<file path="config.mk">
export PLATFORM = sky130hd
export DESIGN_NAME = spdif_rx_top
export DESIGN_NICKNAME = d
export VERILOG_FILES = /design/src/design/spdif_rx_pkg.sv /design/src/design/spdif_bmc_decoder.sv /design/src/design/spdif_rate_hunter.sv /design/src/design/spdif_rx_top.sv /design/src/design/spdif_status_collector.sv /design/src/design/spdif_subframe_parser.sv
export VERILOG_INCLUDE_DIRS = /design/src /design/src/design
export SDC_FILE = /design/constraint.sdc
export NUM_CORES = 2
export LEC_CHECK = 0
export BUFFER_PORTS_ARGS = -buffer_cell sky130_fd_sc_hd__buf_4
export CAP_MARGIN = 15
export CORE_UTILIZATION = 35
export DETAILED_ROUTE_END_ITERATION = 6
export SLEW_MARGIN = 20
export SYNTH_ARGS = -nofsm -noshare
export SYNTH_HDL_FRONTEND = slang
export SYNTH_SLANG_ARGS = --single-unit
</file>
<file path="constraint.sdc">
create_clock -name clk -period 4.16 [get_ports clk]
set_input_delay 0.832 -clock clk [delete_from_list [all_inputs] [get_ports clk]]
set_output_delay 0.832 -clock clk [all_outputs]
set_load 0.01 [all_outputs]
</file>
<file path="src/design/spdif_rx_defines.svh">
`ifndef SPDIF_RX_DEFINES_SVH
`define SPDIF_RX_DEFINES_SVH

// Clocks without lock before the rate hunter tries the next rate
`define SPDIF_UNLOCK_CYCLES 16383

// Width of a half-bit length in clocks
`define SPDIF_HB_W 5

// Half-bit lengths in system clocks per candidate sample rate
`define SPDIF_HB_32  24
`define SPDIF_HB_441 17  // Nominal 17.4 rounded down
`define SPDIF_HB_48  16
`define SPDIF_HB_96  8
`define SPDIF_HB_192 4

`endif

</file>
<file path="src/design/spdif_rx_pkg.sv">
`include "spdif_rx_defines.svh"

package spdif_rx_pkg;

    typedef logic [`SPDIF_HB_W-1:0] halfbit_len_t;
    typedef logic [7:0]             pulse_len_t;
    typedef logic [23:0]            audio_word_t;
    typedef logic [191:0]           status_block_t;  // Bit 0 is frame 0
    typedef logic [4:0]             rate_onehot_t;   // Bit 0 is 32 kHz

    localparam rate_onehot_t RATE_32  = 5'b00001;
    localparam rate_onehot_t RATE_441 = 5'b00010;
    localparam rate_onehot_t RATE_48  = 5'b00100;
    localparam rate_onehot_t RATE_96  = 5'b01000;
    localparam rate_onehot_t RATE_192 = 5'b10000;

    typedef enum logic [1:0] {PULSE_ONE, PULSE_TWO, PULSE_THREE, PULSE_BAD} pulse_kind_e;
    typedef enum logic [1:0] {PRE_NONE, PRE_B, PRE_M, PRE_W} preamble_e;
    typedef enum logic [1:0] {ST_HUNT, ST_PREAMBLE, ST_SLOTS} parser_state_e;

    typedef struct packed {
        logic        valid;
        pulse_kind_e kind;
    } pulse_t;

    typedef struct packed {
        audio_word_t audio;
        logic        validity;
        logic        user;
        logic        status;
        logic        left;         // B or M preamble
        logic        block_start;  // B preamble
    } subframe_t;

endpackage

</file>
<file path="src/design/spdif_bmc_decoder.sv">
`timescale 1ns/1ps
`include "spdif_rx_defines.svh"

module spdif_bmc_decoder (
    input  logic                       clk,
    input  logic                       rst,
    input  logic                       signal_i,
    input  spdif_rx_pkg::halfbit_len_t halfbit_len_i,
    output spdif_rx_pkg::pulse_t       pulse_o
);

    logic [1:0]                sync_q;   // Line synchronizer
    logic                      line_q;   // Edge register
    logic                      edge_det;
    spdif_rx_pkg::pulse_len_t  cnt_q;    // Clocks spent at the current level
    logic                      stall_q;  // Stall already reported for this level
    logic                      stall_hit;
    logic [8:0]                hb9;
    logic [8:0]                lim_3;
    logic [8:0]                lim_5;
    logic [8:0]                lim_7;
    logic [8:0]                cnt2;
    spdif_rx_pkg::pulse_kind_e kind;

    // Compare in doubled units, so 1.5, 2.5 and 3.5 half-bits stay integral
    assign hb9   = {{(9 - `SPDIF_HB_W){1'b0}}, halfbit_len_i};
    assign lim_3 = (hb9 << 1) + hb9;
    assign lim_5 = (hb9 << 2) + hb9;
    assign lim_7 = (hb9 << 3) - hb9;
    assign cnt2  = {cnt_q, 1'b0};

    assign edge_det  = sync_q[1] ^ line_q;
    assign stall_hit = !edge_det && !stall_q && (cnt2 >= lim_7);

    always_comb begin
        if (cnt2 < lim_3)
            kind = spdif_rx_pkg::PULSE_ONE;
        else if (cnt2 < lim_5)
            kind = spdif_rx_pkg::PULSE_TWO;
        else if (cnt2 < lim_7)
            kind = spdif_rx_pkg::PULSE_THREE;
        else
            kind = spdif_rx_pkg::PULSE_BAD;
    end

    always_ff @(posedge clk) begin
        if (rst) begin
            sync_q  <= '0;
            line_q  <= 1'b0;
            cnt_q   <= '0;
            stall_q <= 1'b0;
            pulse_o <= '0;
        end else begin
            sync_q <= {sync_q[0], signal_i};
            line_q <= sync_q[1];

            if (edge_det) begin
                cnt_q   <= 8'd1;  // This cycle is the first of the new level
                stall_q <= 1'b0;
            end else begin
                if (cnt_q != 8'hff)
                    cnt_q <= cnt_q + 8'd1;
                if (stall_hit)
                    stall_q <= 1'b1;
            end

            pulse_o.valid <= edge_det || stall_hit;
            pulse_o.kind  <= edge_det ? kind : spdif_rx_pkg::PULSE_BAD;
        end
    end

endmodule

</file>
<file path="src/design/spdif_rate_hunter.sv">
`timescale 1ns/1ps
`include "spdif_rx_defines.svh"

module spdif_rate_hunter (
    input  logic                       clk,
    input  logic                       rst,
    input  logic                       locked_i,
    output spdif_rx_pkg::rate_onehot_t rate_o,
    output spdif_rx_pkg::halfbit_len_t halfbit_len_o,
    output logic                       relock_o
);

    localparam int TIMER_W = $clog2(`SPDIF_UNLOCK_CYCLES + 1);

    logic               last_locked_q;
    logic [TIMER_W-1:0] unlock_cnt_q;
    logic               timeout;
    logic               step;

    assign timeout = (unlock_cnt_q == TIMER_W'(`SPDIF_UNLOCK_CYCLES));
    assign step    = timeout || (last_locked_q && !locked_i);  // Long hunt or lock lost

    always_ff @(posedge clk) begin
        if (rst) begin
            last_locked_q <= 1'b0;
            relock_o      <= 1'b0;
            unlock_cnt_q  <= '0;
            rate_o        <= spdif_rx_pkg::RATE_192;
        end else begin
            last_locked_q <= locked_i;
            relock_o      <= locked_i && !last_locked_q;

            if (locked_i || timeout)
                unlock_cnt_q <= '0;
            else
                unlock_cnt_q <= unlock_cnt_q + 1'b1;

            if (step)
                rate_o <= rate_o[0] ? spdif_rx_pkg::RATE_192 : (rate_o >> 1);  // Toward 32k
        end
    end

    always_ff @(posedge clk) begin
        if (rst) begin
            halfbit_len_o <= spdif_rx_pkg::halfbit_len_t'(`SPDIF_HB_192);
        end else begin
            case (rate_o)
                spdif_rx_pkg::RATE_32:  halfbit_len_o <= spdif_rx_pkg::halfbit_len_t'(`SPDIF_HB_32);
                spdif_rx_pkg::RATE_441: halfbit_len_o <= spdif_rx_pkg::halfbit_len_t'(`SPDIF_HB_441);
                spdif_rx_pkg::RATE_48:  halfbit_len_o <= spdif_rx_pkg::halfbit_len_t'(`SPDIF_HB_48);
                spdif_rx_pkg::RATE_96:  halfbit_len_o <= spdif_rx_pkg::halfbit_len_t'(`SPDIF_HB_96);
                default:                halfbit_len_o <= spdif_rx_pkg::halfbit_len_t'(`SPDIF_HB_192);
            endcase
        end
    end

endmodule

</file>
<file path="src/design/spdif_rx_top.sv">
`timescale 1ns/1ps

module spdif_rx_top (
    input  logic                        clk,
    input  logic                        rst,
    input  logic                        signal_i,
    output spdif_rx_pkg::audio_word_t   data_o,
    output logic                        ack_o,
    output logic                        lrck_o,
    output logic                        locked_o,
    output logic                        relock_o,
    output spdif_rx_pkg::status_block_t udata_o,
    output spdif_rx_pkg::status_block_t cdata_o,
    output spdif_rx_pkg::rate_onehot_t  rate_o
);

    spdif_rx_pkg::pulse_t       pulse;
    spdif_rx_pkg::subframe_t    subframe;
    spdif_rx_pkg::halfbit_len_t halfbit_len;

    assign data_o = subframe.audio;
    assign lrck_o = subframe.left;

    spdif_bmc_decoder decoder_i (
        .clk           (clk),
        .rst           (rst),
        .signal_i      (signal_i),
        .halfbit_len_i (halfbit_len),
        .pulse_o       (pulse)
    );

    spdif_subframe_parser parser_i (
        .clk        (clk),
        .rst        (rst),
        .pulse_i    (pulse),
        .subframe_o (subframe),
        .ack_o      (ack_o),
        .locked_o   (locked_o)
    );

    spdif_status_collector collector_i (
        .clk        (clk),
        .rst        (rst),
        .subframe_i (subframe),
        .ack_i      (ack_o),
        .cdata_o    (cdata_o),
        .udata_o    (udata_o)
    );

    spdif_rate_hunter hunter_i (
        .clk           (clk),
        .rst           (rst),
        .locked_i      (locked_o),
        .rate_o        (rate_o),
        .halfbit_len_o (halfbit_len),
        .relock_o      (relock_o)
    );

endmodule

</file>
<file path="src/design/spdif_status_collector.sv">
`timescale 1ns/1ps

module spdif_status_collector (
    input  logic                        clk,
    input  logic                        rst,
    input  spdif_rx_pkg::subframe_t     subframe_i,
    input  logic                        ack_i,
    output spdif_rx_pkg::status_block_t cdata_o,
    output spdif_rx_pkg::status_block_t udata_o
);

    spdif_rx_pkg::status_block_t c_asm_q;
    spdif_rx_pkg::status_block_t u_asm_q;
    logic [7:0]                  frame_q;  // Next frame index in the block
    logic                        take;

    // Only the left subframe carries the collected C and U bits
    assign take = ack_i && subframe_i.left;

    always_ff @(posedge clk) begin
        if (rst) begin
            c_asm_q <= '0;
            u_asm_q <= '0;
            frame_q <= '0;
            cdata_o <= '0;
            udata_o <= '0;
        end else if (take) begin
            if (subframe_i.block_start) begin
                cdata_o <= c_asm_q;
                udata_o <= u_asm_q;
                c_asm_q <= {191'd0, subframe_i.status};  // Frame 0 of the new block
                u_asm_q <= {191'd0, subframe_i.user};
                frame_q <= 8'd1;
            end else if (frame_q < 8'd192) begin
                c_asm_q[frame_q] <= subframe_i.status;
                u_asm_q[frame_q] <= subframe_i.user;
                frame_q          <= frame_q + 8'd1;
            end
        end
    end

endmodule

</file>
<file path="src/design/spdif_subframe_parser.sv">
`timescale 1ns/1ps

module spdif_subframe_parser (
    input  logic                    clk,
    input  logic                    rst,
    input  spdif_rx_pkg::pulse_t    pulse_i,
    output spdif_rx_pkg::subframe_t subframe_o,
    output logic                    ack_o,
    output logic                    locked_o
);

    spdif_rx_pkg::parser_state_e state_q;
    logic [1:0]                  pre_idx_q;   // Pulse index inside the preamble
    spdif_rx_pkg::pulse_kind_e   pre1_q;
    spdif_rx_pkg::pulse_kind_e   pre2_q;
    spdif_rx_pkg::preamble_e     pre_kind_q;
    spdif_rx_pkg::preamble_e     pre_dec;
    logic [6:0]                  hb_cnt_q;    // Half-bits since preamble start
    logic [6:0]                  hb_next;
    logic [1:0]                  pulse_hb;
    logic                        on_time_q;
    logic                        half_q;      // First half of a one seen
    logic [27:0]                 slots_q;
    logic [27:0]                 slots_next;
    logic                        slot_done;
    logic                        slot_bit;
    logic                        slot_err;
    logic                        last_slot;

    // Pulses after the leading three are B 1 1 3, M 3 1 1 or W 2 1 2
    function automatic spdif_rx_pkg::preamble_e decode_pre(
        input spdif_rx_pkg::pulse_kind_e p1,
        input spdif_rx_pkg::pulse_kind_e p2,
        input spdif_rx_pkg::pulse_kind_e p3
    );
        if (p1 == spdif_rx_pkg::PULSE_ONE && p2 == spdif_rx_pkg::PULSE_ONE &&
            p3 == spdif_rx_pkg::PULSE_THREE)
            return spdif_rx_pkg::PRE_B;
        if (p1 == spdif_rx_pkg::PULSE_THREE && p2 == spdif_rx_pkg::PULSE_ONE &&
            p3 == spdif_rx_pkg::PULSE_ONE)
            return spdif_rx_pkg::PRE_M;
        if (p1 == spdif_rx_pkg::PULSE_TWO && p2 == spdif_rx_pkg::PULSE_ONE &&
            p3 == spdif_rx_pkg::PULSE_TWO)
            return spdif_rx_pkg::PRE_W;
        return spdif_rx_pkg::PRE_NONE;
    endfunction

    assign pre_dec = decode_pre(pre1_q, pre2_q, pulse_i.kind);

    always_comb begin
        case (pulse_i.kind)
            spdif_rx_pkg::PULSE_ONE: pulse_hb = 2'd1;
            spdif_rx_pkg::PULSE_TWO: pulse_hb = 2'd2;
            default:                 pulse_hb = 2'd3;
        endcase
    end

    assign hb_next = hb_cnt_q + {5'd0, pulse_hb};

    // Two short pulses make a one and one long pulse makes a zero
    always_comb begin
        slot_done = 1'b0;
        slot_bit  = 1'b0;
        slot_err  = 1'b0;
        case (pulse_i.kind)
            spdif_rx_pkg::PULSE_ONE: begin
                slot_done = half_q;
                slot_bit  = 1'b1;
            end
            spdif_rx_pkg::PULSE_TWO: begin
                slot_done = !half_q;
                slot_err  = half_q;
            end
            default: slot_err = 1'b1;
        endcase
    end

    assign slots_next = {slot_bit, slots_q[27:1]};  // Slot 4 lands in bit 0
    assign last_slot  = slot_done && (hb_next == 7'd64);

    always_ff @(posedge clk) begin
        if (rst) begin
            state_q    <= spdif_rx_pkg::ST_HUNT;
            pre_idx_q  <= '0;
            pre_kind_q <= spdif_rx_pkg::PRE_NONE;
            hb_cnt_q   <= '0;
            on_time_q  <= 1'b0;
            half_q     <= 1'b0;
            locked_o   <= 1'b0;
            ack_o      <= 1'b0;
            subframe_o <= '0;
        end else begin
            ack_o <= 1'b0;
            if (pulse_i.valid) begin
                hb_cnt_q <= hb_next;
                if (pulse_i.kind == spdif_rx_pkg::PULSE_BAD) begin
                    locked_o <= 1'b0;
                    state_q  <= spdif_rx_pkg::ST_HUNT;
                end else begin
                    case (state_q)
                        spdif_rx_pkg::ST_HUNT: begin
                            if (pulse_i.kind == spdif_rx_pkg::PULSE_THREE) begin
                                state_q   <= spdif_rx_pkg::ST_PREAMBLE;
                                pre_idx_q <= 2'd1;
                                hb_cnt_q  <= 7'd3;
                                on_time_q <= 1'b0;  // No earlier preamble to measure from
                            end
                        end
                        spdif_rx_pkg::ST_PREAMBLE: begin
                            pre_idx_q <= pre_idx_q + 2'd1;
                            case (pre_idx_q)
                                2'd0: begin
                                    if (pulse_i.kind == spdif_rx_pkg::PULSE_THREE) begin
                                        hb_cnt_q  <= 7'd3;
                                        on_time_q <= (hb_cnt_q == 7'd64);
                                    end else begin
                                        locked_o <= 1'b0;  // Boundary passed without a preamble
                                        state_q  <= spdif_rx_pkg::ST_HUNT;
                                    end
                                end
                                2'd1: pre1_q <= pulse_i.kind;
                                2'd2: pre2_q <= pulse_i.kind;
                                default: begin
                                    if (pre_dec == spdif_rx_pkg::PRE_NONE) begin
                                        locked_o <= 1'b0;
                                        state_q  <= spdif_rx_pkg::ST_HUNT;
                                    end else begin
                                        pre_kind_q <= pre_dec;
                                        half_q     <= 1'b0;
                                        state_q    <= spdif_rx_pkg::ST_SLOTS;
                                        if (on_time_q)
                                            locked_o <= 1'b1;
                                    end
                                end
                            endcase
                        end
                        default: begin
                            if (slot_err) begin
                                locked_o <= 1'b0;
                                state_q  <= spdif_rx_pkg::ST_HUNT;
                            end else begin
                                half_q <= (pulse_i.kind == spdif_rx_pkg::PULSE_ONE) && !half_q;
                                if (slot_done)
                                    slots_q <= slots_next;
                                if (last_slot) begin
                                    state_q   <= spdif_rx_pkg::ST_PREAMBLE;
                                    pre_idx_q <= 2'd0;
                                    ack_o     <= locked_o && !(^slots_next);  // Even parity
                                    subframe_o.audio       <= slots_next[23:0];
                                    subframe_o.validity    <= slots_next[24];
                                    subframe_o.user        <= slots_next[25];
                                    subframe_o.status      <= slots_next[26];
                                    subframe_o.left        <=
                                        (pre_kind_q != spdif_rx_pkg::PRE_W);
                                    subframe_o.block_start <=
                                        (pre_kind_q == spdif_rx_pkg::PRE_B);
                                end
                            end
                        end
                    endcase
                end
            end
        end
    end

endmodule

</file>
; ---- Word-level counts from Yosys, hierarchy flattened
; Index checks and enable logic that the tools add are counted.
[classes]
shift = 0
order_cmp = 7
n_mux = 64
add_sub_neg = 8
n_mul = 0
div = 0
eq_ne = 30
bitwise_logic = 10
reduce_logical = 55
[op_table]
columns = operator, count
row1 = 2-to-1 mux 192 bit, 4
row2 = bitwise mux 192 bit, 2
row3 = 2-to-1 mux 2 bit, 17
row4 = AND reduction 5 bit, 6
row5 = parity 28 bit, 1
row6 = AND reduction 6 bit, 4
row7 = 2-to-1 mux 1 bit, 22
row8 = 2-to-1 mux 7 bit, 3
row9 = one-hot mux 5 bit (4 select lines), 1
row10 = adder 8 x 1 -> 8 bit (second input constant), 2
row11 = 2-to-1 mux 8 bit, 2
row12 = one-hot mux 2 bit (2 select lines), 4
row13 = logical AND 1 bit, 15
row14 = adder 14 x 1 -> 14 bit (second input constant), 1
row15 = == test 14 bit (second input constant), 1
row16 = == test 7 bit (second input constant), 2
row17 = one-hot mux 7 bit (2 select lines), 1
row18 = logical NOT 2 bit, 6
row19 = one-hot mux 1 bit (2 select lines), 6
row20 = == test 2 x 1 -> 1 bit (second input constant), 5
row21 = != test 2 bit (second input constant), 5
row22 = greater-or-equal comparator 9 bit, 1
row23 = less-than comparator 8 x 9 -> 1 bit (second input constant), 1
row24 = less-than comparator 9 x 7 -> 1 bit, 1
row25 = 34 further kinds, 61
[word_totals]
mem_count = 0
output_inout_bits = 417
ram_bits = 0
elab_cells = 207
romBits = 0
latchBits = 0
regBits = 894
inputBits = 3

; ---- Logic depth before layout (Yosys ltp)
[depth]
ltp_word = 15
ltp_mapped = 13
mapped_depth_nobuf = 13

; ---- Modules after synthesis
; Synthesis repeated with hierarchy kept, for this count alone.
[hier_totals]
hier_cells = 3848
hier_area_um2 = 34556.9
[modules_own_cells]
columns = mod, seq_area_each_um2, area_per_inst_um2, n_inst, cells_each
row1 = spdif_status_collector, 15534.9, 28260.9, 1, 3219
row2 = spdif_subframe_parser, 1851.8, 3704.8, 1, 346
row3 = spdif_bmc_decoder, 300.3, 1468.9, 1, 164
row4 = spdif_rate_hunter, 500.5, 1122.3, 1, 119

; ---- Worst setup path after synthesis
; Ideal clock, no wire load.
[synth_path]
path_type = input port to flip-flop
from = input port rst
to = register parser_i.slots_q[10] (enable)
t_arrival_ps = 3934
path_slack_ps = -254
path_stages = 3
path_buffers = 2
required_ps = 3681
setup_time_ps = 479
path_cell_list = clkbuf_1 > clkbuf_1 > nor4_1
[synth_via]
elab_chain_cells = 2
[synth_rtl]
columns = element, line_no
row1 = start: declaration, spdif_rx_top.sv:5  ; input logic rst,
row2 = inverter 1 bit (no line), -
row3 = AND reduction 6 bit (no line), -
row4 = end signal: assignment, spdif_subframe_parser.sv:144  ; slots_q <= slots_next;
row5 = end: declaration, spdif_subframe_parser.sv:23  ; logic [27:0] slots_q;
; No other way between the ends.
; A chain may end at the register's enable or synchronous reset.

; ---- Worst setup path in the final report
[layout_path]
from = register decoder_i.pulse_o[1] (netlist name)
to = register parser_i.subframe_o[18] (netlist name)
[layout_via]
elab_chain_cells = 6
word_cells_on_any_way = 12
classes_between = add/sub (1) / eq/ne (3) / mux (3) / bitwise (2) / reduce/logical (3)
[layout_rtl]
columns = element, line_no
row1 = start: declaration, spdif_bmc_decoder.sv:9  ; output spdif_rx_pkg::pulse_t pulse_o
row2 = == test 2 x 1 -> 1 bit / logical NOT 2 bit (equally long branches), "spdif_subframe_parser.sv:51, spdif_subframe_parser.sv:65"
row3 = one-hot mux 2 bit (2 select lines), spdif_subframe_parser.sv:51  ; case (pulse_i.kind)
row4 = adder 7 x 2 -> 7 bit, spdif_subframe_parser.sv:58  ; assign hb_next = hb_cnt_q + {5'd0, pulse_hb};
row5 = == test 7 bit, spdif_subframe_parser.sv:79  ; assign last_slot = slot_done && (hb_next == 7'd64);
row6 = logical AND 1 bit, spdif_subframe_parser.sv:79
row7 = AND reduction 5 bit (no line) *, -
row8 = end: declaration, spdif_subframe_parser.sv:7  ; output spdif_rx_pkg::subframe_t subframe_o,
; Every way passes the cells marked *; elsewhere a longest branch is shown, timed or not.

==> reports/results.tsv <==
metric	value	unit
critical path class	register to register	
Synth Cell Area	0.0341	mm²
Worst setup EP type	register	
Critical-path top delay cell	a2111oi_4	
Tot Pwr	17.6	mW
Initial Util	0.353	
DRT iter0 DRCs	2547	
placed cells	5515	
Post-synth EDFFs	31	
Final Cycle Share	0.850	
VDD IR-drop max	0.313	mV
Bufs and invs on worst path	2	
# clock sinks	892	
net count after synthesis	4191	
Critical Path Stages	11	
Skew-Pair Late Insertion Delay	0.70	ns
first-pass GRT wire length	162	mm
Fin Clk Skew	0.0644	ns
global route total overflow	0	
RSZ-0062 raised after global routing	false	
Syn Area/Cell	8.23	µm²
sequential share of the synthesized area	0.532	
CP Cell Sequence	nand2b_1, ha_1, inv_1, fa_1, nand3b_1, xnor2_1, nand4b_1, a2111oi_4, buf_12, mux2i_1, nor2_1	
Die Area	0.0987	mm²
Layout Utilization	0.428	
outcome	complete, no violations	
Largest stage delay, worst path	0.63	ns
Period minus WS final	3.54	ns
DR WL/cell	19.0	µm
Post-CTS Setup Inserts	0	
cts hold-fix bufs	0	
Area growth syn-to-layout	21.1	%
cell taking the most area after synthesis	dfxtp_1	
chip height	314	µm
most frequent cell after synthesis	nand2_1	
dpl hpwl	68.2	mm
GRT Resource Usage Total	0.211	
Vias/cell	5.13	
I/O pins	420	
PD cells	425	mW/mm²
port bufs	419	
max-slew violations	0	
Startpoint Class	register	
Data arrival, critical path	4.06	ns
static leakage	14.4	nW
CP Max Fanout	26	
vias in the first global route	26830	
Mapped Cells	4144	
most frequent cells after synthesis	nand2_1, dfxtp_1, a21oi_1	
delay-heaviest family, CP	simple AND/OR/NAND/NOR gates	
Vias	29185	
Synth area leaders	dfxtp_1, a21oi_1, nand2_1	
Core Box Area	0.0966	mm²
layout cells sized above 1	0.147	
ys async rst share	0	
top_reg_cell synth	dfxtp_1	
# rows	114	
final wirelength	108	mm
Non-Filler Instances	5691	
worst r2r path cells	11	
total CTS buffers	97	
fmax	0.283	GHz
number of diodes	0	
clock root buffer	clkbuf_16	
die width	314	µm
Slew @ Worst Pin	1.10	ns
Final ANT Viol Nets	0	
Worst-path clk slew	0.06	ns
DRT Pass-1 Iters	5	
Synth Warn #	0	
slew margin rel.	0.268	
GPL Wtd Cong	0.811	
synth unique cells	62	
initial antenna violation count	1	
top cell type's share of synthesized area	0.505	
clock tree from TritonCTS	done	
hold path cells	2	
Final setup violation count	0	
hold crit path type	input port to register	
Yosys reg bits	892	
# fillers	9660	
CP required	4.68	ns
drt drc	0	
Maximum Capacitance Violations	0	
Nets	4387	
Final TNS setup	0	ns
CTS resizes	0	
clock tree buffer depth	3	
Hold Vio Cnt, Final	0	
largest net degree at the start of global routing	211	
H-tree depth	3	
per-layer routing:
layer  global-route usage  vias to the layer above  wire length [µm]
met2                0.334                      765             49900
met5                    0                        -                 0
met4               0.0866                        0              3870
met1                0.277                    13813             47300
met3               0.0455                      146              6790
li1                     -                    14461                 -
per-stage QoR:
step           setup slack [ns]  hold WS, ns  area [µm²]
6_report                  0.624        0.382       41300
5_1_grt                   0.379        0.374       41300
4_1_cts                   0.632        0.336       41300
3_5_place_dp              0.682        0.440       38000
3_3_place_gp              0.810        0.431       38000
2_1_floorplan             0.876        0.392       34100
state kept, by name (all words and copies together), names as in the netlist, 3 cells and up:
signal                  cells
hunter_i.halfbit_len_o      4
parser_i.hb_cnt_q           7
collector_i.u_asm_q       192
decoder_i.pulse_o           3
collector_i.frame_q         8
parser_i.subframe_o        28
collector_i.cdata_o       192
decoder_i.cnt_q             8
collector_i.udata_o       192
hunter_i.unlock_cnt_q      14
hunter_i.rate_o             5
collector_i.c_asm_q       192
parser_i.slots_q           27
layout by cell type, fill, tap and decap left out, drive strengths merged, types with 3 or more instances in the layout:
master / instances
xnor2: 43
nor2b: 17
nand3b: 4
dfxtp: 861
nand4: 8
nor4: 8
bufinv: 4
nand3: 391
o21ai: 17
and3: 11
xor2: 17
or3: 4
and4: 3
or3b: 3
inv: 34
edfxtp: 31
a21oi: 703
a2111oi: 4
nor2: 321
ha: 42
nand2b: 14
a211oi: 4
nand2: 905
a221o: 3
a21o: 5
and2: 23
clkbuf: 149
a22oi: 197
mux2i: 37
buf: 476
clkinv: 16
nor3: 29
a31oi: 3
where the power goes:
part	switching, mW	internal, mW	leakage, nW
Combinational	0.179	0.0480	5.61
Sequential	0.0200	8.60	7.21
Clock	3.65	5.07	1.59
area by class of cell:
| type | count | area (µm²) | area share |
|---|---|---|---|
| sequential | 892 | 18200 | 0.440 |
| tap | 1276 | 1600 | 0.0386 |
| clock inverter | 25 | 368 | 0.00890 |
| timing repair buffer | 476 | 3770 | 0.0912 |
| inverter | 30 | 113 | 0.00273 |
| multi-input combinational | 2843 | 14400 | 0.349 |
| clock buffer | 149 | 2890 | 0.0700 |
worst reg2reg max path: stages (launching register included):
cell and delay [ns]:
dfxtp_1 0.59, nand2b_1 0.20, ha_1 0.21, inv_1 0.06
fa_1 0.44, nand3b_1 0.21, xnor2_1 0.16, nand4b_1 0.26
a2111oi_4 0.63, buf_12 0.30, mux2i_1 0.25, nor2_1 0.06
cells by family (layout without fill, tap and decap cells):
group,count (synthesis),in the layout,synth area share
AO/OA/AOI/OAI,954,954,0.159
multiplexers,38,38,0.0112
buffers and inverters,409,680,0.0490
flip-flops,892,892,0.532
adder cells (fa/ha/maj),44,44,0.0166
AND/OR/NAND/NOR,1747,1747,0.217
XOR/XNOR,60,60,0.0154
worst paths after layout:
check | to | from | slack [ns]
hold reg to reg | collector_i.udata_o[1]$_SDFFE_PP0P_ | collector_i.u_asm_q[1]$_SDFFE_PP0P_ | 0.40
hold / removal | decoder_i.sync_q[0]$_SDFF_PP0_ | signal_i | 0.38
setup / recovery | parser_i.subframe_o[18]$_SDFFE_PP0P_ | decoder_i.pulse_o[1]$_SDFF_PP0_ | 0.62
setup reg to reg | parser_i.subframe_o[18]$_SDFFE_PP0P_ | decoder_i.pulse_o[1]$_SDFF_PP0_ | 0.62
No activity file was read; power rests on OpenSTA's default activity.
